[src/hdl/core_pkg.sv]
/* core widths, depths and encodings */

`default_nettype none

package core_pkg;

	////////////////////////////////////////
	// datapath and register file
	////////////////////////////////////////

	localparam int XLEN      = 32;
	localparam int ARCH_REGS = 8;
	localparam int REG_IDX_W = 3;

	////////////////////////////////////////
	// rename and scheduling structures
	////////////////////////////////////////

	localparam int ROB_DEPTH = 8;
	localparam int ROB_TAG_W = 3;
	localparam int RS_DEPTH  = 4;
	// slot index and age width in the RS
	localparam int RS_IDX_W  = $clog2(RS_DEPTH);

	// multiply latency, issue edge to CDB
	localparam int MUL_CYCLES = 4;
	localparam int MUL_CNT_W  = $clog2(MUL_CYCLES);
	// multiplier bits retired per cycle
	localparam int MUL_CHUNK  = XLEN / MUL_CYCLES;

	// opcode sits in inst[31:28]
	typedef enum logic [3:0] {
		OP_LI,
		OP_ADD,
		OP_SUB,
		OP_AND,
		OP_OR,
		OP_XOR,
		OP_SLL,
		OP_SRL,
		OP_MUL
	} opcode_t;

	// execution unit FSM
	typedef enum logic {
		EX_IDLE,
		EX_MUL_BUSY
	} exec_state_t;

endpackage

`default_nettype wire

[src/hdl/dispatch_stage.sv]
/* decode and dispatch register */

`timescale 1ns/10ps
`default_nettype none

module dispatch_stage (
	input  wire                            clock,
	input  wire                            reset,
	input  wire                            inst_valid,
	input  wire  [31:0]                    inst,
	input  wire                            rob_full,
	input  wire                            rs_full,
	output logic                           inst_ready,
	output logic                           disp_valid,
	output logic                           disp_fire,
	output core_pkg::opcode_t              disp_op,
	output logic [core_pkg::REG_IDX_W-1:0] disp_rd,
	output logic [core_pkg::REG_IDX_W-1:0] disp_rs1,
	output logic [core_pkg::REG_IDX_W-1:0] disp_rs2,
	output logic [core_pkg::XLEN-1:0]      disp_imm
);
	import core_pkg::*;

	opcode_t         dec_op;
	logic [XLEN-1:0] dec_imm;

	// leaves only when ROB and RS both have a free slot
	assign disp_fire  = disp_valid && !rob_full && !rs_full;
	// empty slot, or the held one leaves this edge
	assign inst_ready = !disp_valid || disp_fire;

	// opcode check, unknown codes become li 0
	always_comb begin
		dec_op  = OP_LI;
		dec_imm = {{(XLEN-16){inst[15]}}, inst[15:0]};
		case (inst[31:28])
			OP_LI, OP_ADD, OP_SUB, OP_AND, OP_OR,
			OP_XOR, OP_SLL, OP_SRL, OP_MUL: dec_op = opcode_t'(inst[31:28]);
			default: dec_imm = '0;
		endcase
	end

	always_ff @(posedge clock) begin
		if (reset) begin
			disp_valid <= 1'b0;
		end else if (inst_ready) begin
			disp_valid <= inst_valid;
		end
	end

	// decoded fields
	always_ff @(posedge clock) begin
		if (inst_ready) begin
			disp_op  <= dec_op;
			disp_rd  <= inst[27:25];
			disp_rs1 <= inst[24:22];
			disp_rs2 <= inst[21:19];
			disp_imm <= dec_imm;
		end
	end

	// a stalled instruction stays put
	a_hold_stalled: assert property (@(posedge clock) disable iff (reset)
		disp_valid && !disp_fire |=> disp_valid &&
		$stable({disp_op, disp_rd, disp_rs1, disp_rs2, disp_imm}));

endmodule

`default_nettype wire

[src/hdl/map_table.sv]
/* register rename table */

`timescale 1ns/10ps
`default_nettype none

module map_table (
	input  wire                            clock,
	input  wire                            reset,
	input  wire                            disp_fire,
	input  wire  [core_pkg::REG_IDX_W-1:0] disp_rd,
	input  wire  [core_pkg::ROB_TAG_W-1:0] disp_tag,
	input  wire  [core_pkg::REG_IDX_W-1:0] disp_rs1,
	input  wire  [core_pkg::REG_IDX_W-1:0] disp_rs2,
	input  wire                            commit_valid,
	input  wire  [core_pkg::REG_IDX_W-1:0] commit_rd,
	input  wire  [core_pkg::ROB_TAG_W-1:0] commit_tag,
	output logic                           rs1_busy,
	output logic [core_pkg::ROB_TAG_W-1:0] rs1_tag,
	output logic                           rs2_busy,
	output logic [core_pkg::ROB_TAG_W-1:0] rs2_tag
);
	import core_pkg::*;

	// busy means the newest writer is still in flight
	logic [ARCH_REGS-1:0] busy;
	logic [ROB_TAG_W-1:0] tag [ARCH_REGS];

	// source lookup sees the table before this rename
	assign rs1_busy = busy[disp_rs1];
	assign rs1_tag  = tag[disp_rs1];
	assign rs2_busy = busy[disp_rs2];
	assign rs2_tag  = tag[disp_rs2];

	always_ff @(posedge clock) begin
		if (reset) begin
			busy <= '0;
		end else begin
			// only the newest writer may release the register
			if (commit_valid && busy[commit_rd] && (tag[commit_rd] == commit_tag))
				busy[commit_rd] <= 1'b0;
			// rename wins over the clear
			if (disp_fire)
				busy[disp_rd] <= 1'b1;
		end
	end

	always_ff @(posedge clock) begin
		if (disp_fire)
			tag[disp_rd] <= disp_tag;
	end

endmodule

`default_nettype wire

[src/hdl/reservation_station.sv]
/* reservation station */

`timescale 1ns/10ps
`default_nettype none

module reservation_station (
	input  wire                            clock,
	input  wire                            reset,
	input  wire                            disp_fire,
	input  wire  core_pkg::opcode_t        disp_op,
	input  wire  [core_pkg::XLEN-1:0]      disp_imm,
	input  wire  [core_pkg::ROB_TAG_W-1:0] disp_tag,
	input  wire                            src1_ready,
	input  wire  [core_pkg::XLEN-1:0]      src1_value,
	input  wire  [core_pkg::ROB_TAG_W-1:0] src1_tag,
	input  wire                            src2_ready,
	input  wire  [core_pkg::XLEN-1:0]      src2_value,
	input  wire  [core_pkg::ROB_TAG_W-1:0] src2_tag,
	input  wire                            cdb_valid,
	input  wire  [core_pkg::ROB_TAG_W-1:0] cdb_tag,
	input  wire  [core_pkg::XLEN-1:0]      cdb_value,
	input  wire                            exec_busy,
	output logic                           rs_full,
	output logic                           issue_valid,
	output core_pkg::opcode_t              issue_op,
	output logic [core_pkg::XLEN-1:0]      issue_a,
	output logic [core_pkg::XLEN-1:0]      issue_b,
	output logic [core_pkg::XLEN-1:0]      issue_imm,
	output logic [core_pkg::ROB_TAG_W-1:0] issue_tag
);
	import core_pkg::*;

	logic [RS_DEPTH-1:0]  valid, a_rdy, b_rdy, ready_vec;
	opcode_t              op      [RS_DEPTH];
	logic [XLEN-1:0]      imm     [RS_DEPTH];
	logic [XLEN-1:0]      a_val   [RS_DEPTH];
	logic [XLEN-1:0]      b_val   [RS_DEPTH];
	logic [ROB_TAG_W-1:0] a_tag   [RS_DEPTH];
	logic [ROB_TAG_W-1:0] b_tag   [RS_DEPTH];
	logic [ROB_TAG_W-1:0] dest    [RS_DEPTH];
	// age 0 is the oldest, ages stay packed 0..n-1
	logic [RS_IDX_W-1:0]  age     [RS_DEPTH];
	logic [RS_IDX_W-1:0]  free_idx, issue_sel;
	logic [RS_IDX_W:0]    n_valid;
	logic                 found;

	assign ready_vec = valid & a_rdy & b_rdy;
	assign rs_full   = &valid;

	// free slot, occupancy and oldest ready entry
	always_comb begin
		free_idx  = '0;
		issue_sel = '0;
		n_valid   = '0;
		found     = 1'b0;
		for (int i = RS_DEPTH - 1; i >= 0; i--) begin
			if (!valid[i])
				free_idx = RS_IDX_W'(i);
			n_valid = n_valid + (RS_IDX_W+1)'(valid[i]);
		end
		for (int i = 0; i < RS_DEPTH; i++) begin
			if (ready_vec[i] && (!found || age[i] < age[issue_sel])) begin
				issue_sel = RS_IDX_W'(i);
				found     = 1'b1;
			end
		end
	end

	assign issue_valid = found && !exec_busy;
	assign issue_op    = op[issue_sel];
	assign issue_a     = a_val[issue_sel];
	assign issue_b     = b_val[issue_sel];
	assign issue_imm   = imm[issue_sel];
	assign issue_tag   = dest[issue_sel];

	always_ff @(posedge clock) begin
		if (reset) begin
			valid <= '0;
		end else begin
			// wake waiting operands from the CDB
			for (int i = 0; i < RS_DEPTH; i++) begin
				if (valid[i] && cdb_valid && !a_rdy[i] && a_tag[i] == cdb_tag) begin
					a_rdy[i] <= 1'b1;
					a_val[i] <= cdb_value;
				end
				if (valid[i] && cdb_valid && !b_rdy[i] && b_tag[i] == cdb_tag) begin
					b_rdy[i] <= 1'b1;
					b_val[i] <= cdb_value;
				end
				// close the age gap left by the issued entry
				if (issue_valid && age[i] > age[issue_sel])
					age[i] <= age[i] - 1'b1;
			end
			if (issue_valid)
				valid[issue_sel] <= 1'b0;
			if (disp_fire) begin
				valid[free_idx] <= 1'b1;
				op[free_idx]    <= disp_op;
				imm[free_idx]   <= disp_imm;
				dest[free_idx]  <= disp_tag;
				age[free_idx]   <= RS_IDX_W'(n_valid - (RS_IDX_W+1)'(issue_valid));
				// a producer on the CDB right now is caught here
				a_rdy[free_idx] <= src1_ready || (cdb_valid && cdb_tag == src1_tag);
				a_val[free_idx] <= src1_ready ? src1_value : cdb_value;
				a_tag[free_idx] <= src1_tag;
				b_rdy[free_idx] <= src2_ready || (cdb_valid && cdb_tag == src2_tag);
				b_val[free_idx] <= src2_ready ? src2_value : cdb_value;
				b_tag[free_idx] <= src2_tag;
			end
		end
	end

	// a write into a full RS would overwrite a live entry
	a_no_alloc_full: assert property (@(posedge clock) disable iff (reset)
		disp_fire |-> !rs_full);

endmodule

`default_nettype wire

[src/hdl/exec_unit.sv]
/* ALU and multiplier */

`timescale 1ns/10ps
`default_nettype none

module exec_unit (
	input  wire                            clock,
	input  wire                            reset,
	input  wire                            issue_valid,
	input  wire  core_pkg::opcode_t        issue_op,
	input  wire  [core_pkg::XLEN-1:0]      issue_a,
	input  wire  [core_pkg::XLEN-1:0]      issue_b,
	input  wire  [core_pkg::XLEN-1:0]      issue_imm,
	input  wire  [core_pkg::ROB_TAG_W-1:0] issue_tag,
	output logic                           exec_busy,
	output logic                           cdb_valid,
	output logic [core_pkg::ROB_TAG_W-1:0] cdb_tag,
	output logic [core_pkg::XLEN-1:0]      cdb_value
);
	import core_pkg::*;

	exec_state_t          state;
	logic [MUL_CNT_W-1:0] mul_cnt;
	logic [XLEN-1:0]      alu_result, mul_acc, mul_a, mul_b, mul_step;

	assign exec_busy = (state == EX_MUL_BUSY);
	// one multiplier chunk per cycle, low XLEN bits only
	assign mul_step  = mul_a * mul_b[MUL_CHUNK-1:0];

	always_comb begin
		case (issue_op)
			OP_ADD:  alu_result = issue_a + issue_b;
			OP_SUB:  alu_result = issue_a - issue_b;
			OP_AND:  alu_result = issue_a & issue_b;
			OP_OR:   alu_result = issue_a | issue_b;
			OP_XOR:  alu_result = issue_a ^ issue_b;
			OP_SLL:  alu_result = issue_a << issue_b[4:0];
			OP_SRL:  alu_result = issue_a >> issue_b[4:0];
			default: alu_result = issue_imm;
		endcase
	end

	always_ff @(posedge clock) begin
		if (reset) begin
			state     <= EX_IDLE;
			mul_cnt   <= '0;
			cdb_valid <= 1'b0;
		end else begin
			cdb_valid <= 1'b0;
			if (state == EX_IDLE && issue_valid && issue_op == OP_MUL) begin
				state   <= EX_MUL_BUSY;
				// issue edge takes chunk 0
				mul_cnt <= MUL_CNT_W'(MUL_CYCLES - 2);
			end else if (state == EX_IDLE && issue_valid) begin
				cdb_valid <= 1'b1;
			end else if (state == EX_MUL_BUSY) begin
				mul_cnt <= mul_cnt - 1'b1;
				if (mul_cnt == '0) begin
					state     <= EX_IDLE;
					cdb_valid <= 1'b1;
				end
			end
		end
	end

	// result and multiplier datapath
	always_ff @(posedge clock) begin
		if (state == EX_IDLE && issue_valid) begin
			cdb_tag   <= issue_tag;
			cdb_value <= alu_result;
			mul_acc   <= issue_a * issue_b[MUL_CHUNK-1:0];
			mul_a     <= issue_a << MUL_CHUNK;
			mul_b     <= issue_b >> MUL_CHUNK;
		end else if (state == EX_MUL_BUSY) begin
			mul_acc   <= mul_acc + mul_step;
			mul_a     <= mul_a << MUL_CHUNK;
			mul_b     <= mul_b >> MUL_CHUNK;
			// last chunk goes straight onto the CDB
			cdb_value <= mul_acc + mul_step;
		end
	end

	// RS must hold off while a multiply is in flight
	a_no_issue_busy: assert property (@(posedge clock) disable iff (reset)
		issue_valid |-> state == EX_IDLE);

endmodule

`default_nettype wire

[src/hdl/reorder_buffer.sv]
/* reorder buffer */

`timescale 1ns/10ps
`default_nettype none

module reorder_buffer (
	input  wire                            clock,
	input  wire                            reset,
	input  wire                            disp_fire,
	input  wire  [core_pkg::REG_IDX_W-1:0] disp_rd,
	input  wire                            cdb_valid,
	input  wire  [core_pkg::ROB_TAG_W-1:0] cdb_tag,
	input  wire  [core_pkg::XLEN-1:0]      cdb_value,
	input  wire  [core_pkg::ROB_TAG_W-1:0] look1_tag,
	input  wire  [core_pkg::ROB_TAG_W-1:0] look2_tag,
	output logic                           rob_full,
	output logic [core_pkg::ROB_TAG_W-1:0] tail_tag,
	output logic                           look1_done,
	output logic [core_pkg::XLEN-1:0]      look1_value,
	output logic                           look2_done,
	output logic [core_pkg::XLEN-1:0]      look2_value,
	output logic                           commit_valid,
	output logic [core_pkg::REG_IDX_W-1:0] commit_rd,
	output logic [core_pkg::XLEN-1:0]      commit_value,
	output logic [core_pkg::ROB_TAG_W-1:0] commit_tag
);
	import core_pkg::*;

	////////////////////////////////////////
	// pointers and entry state
	////////////////////////////////////////

	// pointers wrap on their own, depth is a power of two
	logic [ROB_TAG_W-1:0] head, tail;
	logic [ROB_TAG_W:0]   count;
	logic [ROB_DEPTH-1:0] done;
	logic [REG_IDX_W-1:0] rd_q    [ROB_DEPTH];
	logic [XLEN-1:0]      value_q [ROB_DEPTH];

	// full check ignores a commit on the same edge
	assign rob_full = (count == (ROB_TAG_W+1)'(ROB_DEPTH));
	assign tail_tag = tail;

	// operand forwarding for dispatch
	assign look1_done  = done[look1_tag];
	assign look1_value = value_q[look1_tag];
	assign look2_done  = done[look2_tag];
	assign look2_value = value_q[look2_tag];

	////////////////////////////////////////
	// in-order retire
	////////////////////////////////////////

	assign commit_valid = (count != '0) && done[head];
	assign commit_rd    = rd_q[head];
	assign commit_value = value_q[head];
	assign commit_tag   = head;

	always_ff @(posedge clock) begin
		if (reset) begin
			head  <= '0;
			tail  <= '0;
			count <= '0;
			done  <= '0;
		end else begin
			if (disp_fire) begin
				done[tail] <= 1'b0;
				tail       <= tail + 1'b1;
			end
			// completion from the CDB
			if (cdb_valid)
				done[cdb_tag] <= 1'b1;
			if (commit_valid)
				head <= head + 1'b1;
			count <= count + (ROB_TAG_W+1)'(disp_fire) - (ROB_TAG_W+1)'(commit_valid);
		end
	end

	// destination and result storage
	always_ff @(posedge clock) begin
		if (disp_fire)
			rd_q[tail] <= disp_rd;
		if (cdb_valid)
			value_q[cdb_tag] <= cdb_value;
	end

	// dispatch must respect the full flag
	a_no_alloc_full: assert property (@(posedge clock) disable iff (reset)
		disp_fire |-> !rob_full);

endmodule

`default_nettype wire

[src/hdl/regfile.sv]
/* architectural register file */

`timescale 1ns/10ps
`default_nettype none

module regfile (
	input  wire                            clock,
	input  wire                            reset,
	input  wire  [core_pkg::REG_IDX_W-1:0] rda_idx,
	input  wire  [core_pkg::REG_IDX_W-1:0] rdb_idx,
	input  wire                            wr_en,
	input  wire  [core_pkg::REG_IDX_W-1:0] wr_idx,
	input  wire  [core_pkg::XLEN-1:0]      wr_data,
	output logic [core_pkg::XLEN-1:0]      rda_out,
	output logic [core_pkg::XLEN-1:0]      rdb_out
);
	import core_pkg::*;

	logic [XLEN-1:0] regs [ARCH_REGS];

	// reads see state before this edge's commit
	assign rda_out = regs[rda_idx];
	assign rdb_out = regs[rdb_idx];

	always_ff @(posedge clock) begin
		if (reset) begin
			for (int i = 0; i < ARCH_REGS; i++)
				regs[i] <= '0;
		end else if (wr_en) begin
			regs[wr_idx] <= wr_data;
		end
	end

endmodule

`default_nettype wire

[src/hdl/ooo_core.sv]
/* out-of-order core top level */

`timescale 1ns/10ps
`default_nettype none

module ooo_core (
	input  wire                            clock,
	input  wire                            reset,
	input  wire                            inst_valid,
	input  wire  [31:0]                    inst,
	output logic                           inst_ready,
	output logic                           commit_valid,
	output logic [core_pkg::REG_IDX_W-1:0] commit_rd,
	output logic [core_pkg::XLEN-1:0]      commit_value
);
	import core_pkg::*;

	// dispatch
	logic                 disp_valid, disp_fire, rob_full, rs_full;
	opcode_t              disp_op;
	logic [REG_IDX_W-1:0] disp_rd, disp_rs1, disp_rs2;
	logic [XLEN-1:0]      disp_imm;
	logic [ROB_TAG_W-1:0] tail_tag, commit_tag;
	// operand sources
	logic                 rs1_busy, rs2_busy, look1_done, look2_done;
	logic [ROB_TAG_W-1:0] rs1_tag, rs2_tag;
	logic [XLEN-1:0]      rda_out, rdb_out, look1_value, look2_value;
	logic                 src1_ready, src2_ready;
	logic [XLEN-1:0]      src1_value, src2_value;
	// issue and CDB
	logic                 issue_valid, exec_busy, cdb_valid;
	opcode_t              issue_op;
	logic [XLEN-1:0]      issue_a, issue_b, issue_imm, cdb_value;
	logic [ROB_TAG_W-1:0] issue_tag, cdb_tag;

	// not renamed reads the regfile, else the ROB
	assign src1_ready = !rs1_busy || look1_done;
	assign src1_value = rs1_busy ? look1_value : rda_out;
	assign src2_ready = !rs2_busy || look2_done;
	assign src2_value = rs2_busy ? look2_value : rdb_out;

	dispatch_stage i_dispatch (.clock, .reset, .inst_valid, .inst, .rob_full, .rs_full,
		.inst_ready, .disp_valid, .disp_fire, .disp_op, .disp_rd, .disp_rs1, .disp_rs2,
		.disp_imm);

	map_table i_map (.clock, .reset, .disp_fire, .disp_rd, .disp_tag(tail_tag), .disp_rs1,
		.disp_rs2, .commit_valid, .commit_rd, .commit_tag, .rs1_busy, .rs1_tag, .rs2_busy,
		.rs2_tag);

	regfile i_regfile (.clock, .reset, .rda_idx(disp_rs1), .rdb_idx(disp_rs2),
		.wr_en(commit_valid), .wr_idx(commit_rd), .wr_data(commit_value), .rda_out,
		.rdb_out);

	reservation_station i_rs (.clock, .reset, .disp_fire, .disp_op, .disp_imm,
		.disp_tag(tail_tag), .src1_ready, .src1_value, .src1_tag(rs1_tag), .src2_ready,
		.src2_value, .src2_tag(rs2_tag), .cdb_valid, .cdb_tag, .cdb_value, .exec_busy,
		.rs_full, .issue_valid, .issue_op, .issue_a, .issue_b, .issue_imm, .issue_tag);

	exec_unit i_exec (.clock, .reset, .issue_valid, .issue_op, .issue_a, .issue_b,
		.issue_imm, .issue_tag, .exec_busy, .cdb_valid, .cdb_tag, .cdb_value);

	reorder_buffer i_rob (.clock, .reset, .disp_fire, .disp_rd, .cdb_valid, .cdb_tag,
		.cdb_value, .look1_tag(rs1_tag), .look2_tag(rs2_tag), .rob_full, .tail_tag,
		.look1_done, .look1_value, .look2_done, .look2_value, .commit_valid, .commit_rd,
		.commit_value, .commit_tag);

endmodule

`default_nettype wire

[config.mk]
export PLATFORM = sky130hd
export DESIGN_NAME = ooo_core
export DESIGN_NICKNAME = d
export VERILOG_FILES = /design/src/hdl/core_pkg.sv /design/src/hdl/dispatch_stage.sv /design/src/hdl/map_table.sv /design/src/hdl/reservation_station.sv /design/src/hdl/exec_unit.sv /design/src/hdl/reorder_buffer.sv /design/src/hdl/regfile.sv /design/src/hdl/ooo_core.sv
export SDC_FILE = /design/constraint.sdc
export NUM_CORES = 2
export LEC_CHECK = 0
export BUFFER_PORTS_ARGS = -buffer_cell sky130_fd_sc_hd__buf_2
export CORE_MARGIN = 10
export CORE_UTILIZATION = 46
export DETAILED_ROUTE_END_ITERATION = 10
export SETUP_SLACK_MARGIN = 0.15
export SLEW_MARGIN = 20
export SYNTH_ARGS = -nofsm -noshare
export SYNTH_HDL_FRONTEND = slang
export SYNTH_HIERARCHICAL = 1
export SYNTH_SLANG_ARGS = --single-unit
[constraint.sdc]
create_clock -name clock -period 10.65 [get_ports clock]
set_clock_uncertainty 0.1 [all_clocks]
set_input_delay 2.6625 -clock clock [delete_from_list [all_inputs] [get_ports clock]]
set_output_delay 2.6625 -clock clock [all_outputs]
set_load 0.05 [all_outputs]
==> flow_metrics.py <==
metrics = {
    "grt": {
        "pin_count_of_the_biggest_net_entering_global_routing": 89,
        "vias_in_the_first_global_route": 52270,
        "global_route.usage.total_pct": 24.85,
        "number_of_antenna_violations_at_the_first_check_in_global_routing": 10,
        "globalRoute.totalOverflow": 0,
        "grt_first_pass_wirelength_um": 348400,
    },
    "min_path": {
        "min_path_cells": 0,
        "min_path_type": "flip-flop to flip-flop",
    },
    "die": {
        "die_width_um": 432.1,
        "design.die.area_um2": 186700,
        "initial_utilization_pct": 46.20,
        "die_h_um": 432.1,
        "core_region_area_um2": 169100,
        "rows": 151,
        "boundaryPins": 72,
    },
    "cts": {
        "hold_buffers": 0,
        "cts_tree": "done",
        "worstSkewPairLatency_ns": 0.79,
        "tritoncts_num_sinks": 1194,
        "cts_buffers": 135,
        "clk_pin_slew_worst_paths_ns": 0.06,
        "htreeDepth": 4,
        "cts.root.buffer_cell": "clkbuf_16",
        "cts-root-to-sink-buffers": 3,
    },
    "route": {
        "route.vias.total": 53020,
        "via_per_inst": 6.303,
        "detail_route.iter0.violations": 5302,
        "total_routed_length_um": 236900,
        "drt_first_pass_iters": 9,
        "route.detailed.drc": 0,
        "route.antenna.remaining_nets": 0,
        "post_drt_wl_per_cell_um": 28.16,
    },
    "timing": {
        "setup_repair_after_global_routing_missed_its_margin": "false",
        "final_worst_setup_slack_ns": 0.5833,
        "setup_viol_count_final": 0,
        "slew_viol_final": 0,
        "hold_violations": 0,
        "relSlewSlack_pct": 27.53,
        "finalSetupTns_ns": 0,
        "tightestPinTransition_ns": 1.087,
        "whs_ns": 0.3941,
        "fmax_mhz": 99.34,
        "finalCritPeriodShare_pct": 94.52,
        "timing.final.crit_period_ns": 10.07,
    },
    "placement": {
        "hpwlAfterDp_um": 158900,
        "port_buffers": 68,
        "post-place-ws_ns": 0.2632,
        "placed_area_um2": 80570,
        "routabilityCongestion": 1.000,
    },
    "logic_synthesis": {
        "post_synth_and_or_nand_nor_area_fraction_pct": 9.431,
        "synth_area_um2": 78110,
        "postSynthRegisterBits": 1194,
        "synth-main-ff-cell": "edfxtp_1",
        "synth_area_per_cell_um2": 12.70,
        "post_synth_xor_area_fraction_pct": 2.025,
        "synth_edf_count": 1156,
        "yosys-mux-area-fraction_pct": 19.98,
        "synth_async_sr_flop_share_pct": 0,
        "synthAdderAreaFrac_pct": 10.25,
        "postSynthCellCount": 6153,
        "ys_warn_count": 6,
        "synth_seq_area_share_pct": 45.41,
        "syn-num-nets": 6667,
        "synth_compound_gate_area_share_pct": 7.909,
        "synth_top_family_by_area": "multiplexers",
        "ys_types": 105,
    },
    "power": {
        "switch_share_pct": 40.90,
        "ir_drop_mv": 0.5206,
        "power_per_cell_area_nw_per_um2": 237.7,
        "internal_pwr_total_mw": 11.94,
        "power.clock.fraction_pct": 22.7,
        "standby_leakage_power_nw": 30.63,
        "seq_power_share_pct": 30.4,
        "power_frac_comb_pct": 46.9,
        "power_switching_mw": 8.262,
    },
    "worst_setup_path": {
        "timing.critical_path.slowest_stage_cell": "fa_1",
        "rr_worst_depth": 36,
        "cp_data_arrival_time_ns": 10.44,
        "crit_path_max_fanout": 11,
        "required_time_of_the_worst_setup_path_ns": 11.03,
        "worst-setup-path-type": "flip-flop to flip-flop",
        "cp-end-kind": "flip-flop",
        "critical_path.max_stage_delay_ns": 0.52,
        "crit_path_start_kind": "flip-flop",
    },
    "flow_run": {
        "cap_viol_max_count": 0,
    },
    "layout": {
        "final_layout_size_suffix_gt1_share_pct": 21.33,
        "area_growth_pct": 8.786,
        "finalInstanceArea_um2": 84980,
        "final_nets": 6595,
    },
    "outcome": {
        "outcome": "finished clean",
    },
}
## critical path: cells and delay by family (launching register included)
kind            cells  cell delay [ns]
compound gates     12             2.73
xor+xnor            1             0.15
fa+ha+maj           8             3.14
buf+inv             5             0.83
flops               1             0.45
mux                 2             0.49
simple gates        8             1.87
## cells in the mapped netlist, types with 82 or more instances
cell	count	area share, %
clkbuf_1	230	1.1
buf_2	87	0.56
xnor2_1	126	1.4
ha_1	211	3.4
edfxtp_1	1156	44
nand3_1	148	0.95
mux2_2	415	6.0
mux4_1	82	2.8
inv_1	359	1.7
a21oi_1	268	1.7
nor2_1	291	1.4
fa_1	268	6.9
o21ai_0	223	1.4
nand2_1	499	2.4
and2_1	141	1.1
nor3_1	300	1.9
a221o_1	106	1.4
mux4_2	305	8.8
## final timing paths
check	slack [ns]	endpoint	startpoint
setup / recovery	0.58	i_exec/mul_acc[31]$_DFFE_PP_	i_rs/age[0][1]$_DFFE_PP_
hold / removal	0.39	i_rs/op[0][2]$_DFFE_PP_	i_dispatch/disp_op[2]$_SDFFCE_PN0P_
setup reg to reg	0.58	i_exec/mul_acc[31]$_DFFE_PP_	i_rs/age[0][1]$_DFFE_PP_
hold reg to reg	0.39	i_rs/op[0][2]$_DFFE_PP_	i_dispatch/disp_op[2]$_SDFFCE_PN0P_
## cells by family after synthesis
group                    count (synthesis)
buffers and inverters                  850
adder cells (fa/ha/maj)                479
AND/OR/NAND/NOR                       1558
AO/OA/AOI/OAI                          935
XOR/XNOR                               179
multiplexers                           958
flip-flops                            1194
## metrics by stage
| step | utilization, % | cells | power, mW |
|---|---|---|---|
| 3_3_place_gp | 47.65 | 8159 | 15.36 |
| 6_report | 50.25 | 8413 | 20.20 |
| 5_1_grt | 50.25 | 8408 | 21.17 |
| 4_1_cts | 50.20 | 8404 | 20.08 |
| 3_5_place_dp | 47.65 | 8159 | 15.41 |
| 2_1_floorplan | - | 6153 | 12.03 |
## power by group through the flow
stage | logic, mW | registers [mW] | clock network (mW)
after floorplan | 5.96 | 6.07 | 0
after global placement | 9.14 | 6.21 | 0
after detailed placement | 9.19 | 6.23 | 0
after CTS | 9.28 | 6.13 | 4.66
after global routing | 10.1 | 6.17 | 4.85
final | 9.48 | 6.14 | 4.58
## cell type report
cell class	instances	area, um^2
Clock inverter	75	723.2
Sequential cell	1194	35480
Inverter	398	1500
Fill cell	14600	84120
Tap cell	2218	2775
Antenna cell	6	15.01
Timing Repair Buffer	243	1728
Multi-Input combinational cell	4109	39160
Clock buffer	170	3593
## cell usage in the layout, fill, tap and decap left out, types with 30 or more instances in the layout
master	instances
mux2_2	410
clkbuf_1	30
nand2_1	497
dfxtp_1	35
nor3_1	297
a21oi_1	263
buf_2	68
nand3_1	148
a211oi_1	41
a221o_1	92
clkinv_1	70
mux2i_1	67
nor2_1	277
fa_1	268
buf_4	167
inv_1	356
o21ai_0	220
xnor2_1	126
mux4_2	305
a21o_1	44
clkbuf_16	138
and2_1	139
edfxtp_1	1156
mux2_4	68
mux4_1	82
ha_1	211
xor2_1	52
## flip-flops by register name, summed over array words and instances, names as in the netlist, 8 cells and up, named ones only
register             count
i_rob/value_q          256
i_exec/cdb_value        32
i_rs/b_tag              12
i_map/tag               24
i_rs/imm               128
i_rs/age                 8
i_rob/rd_q              24
i_exec/mul_b            24
i_rs/a_val             128
i_exec/mul_acc          32
i_rs/op                 16
i_rob/done               8
i_regfile/regs         256
i_map/busy               8
i_dispatch/disp_imm     16
i_rs/dest               12
i_rs/b_val             128
i_rs/a_tag              12
i_exec/mul_a            24
## timing repair
item / 4_1_cts / 5_1_grt
hold endpoints to repair: 0 / 0
endpoints found under the setup margin: 0 / 17
setup buffers: 0 / 3
gates resized for setup: 0 / 20
## routing by layer
layer  share of wire, %  up-vias  track usage [%]
met5              0.031        -                0
met4                4.2       10            9.609
met3                8.0      458            4.339
met2                 47     2270            39.55
met1                 41    27280            33.94
li1                   -    23010                -
Power figures use the tool's default switching activity.
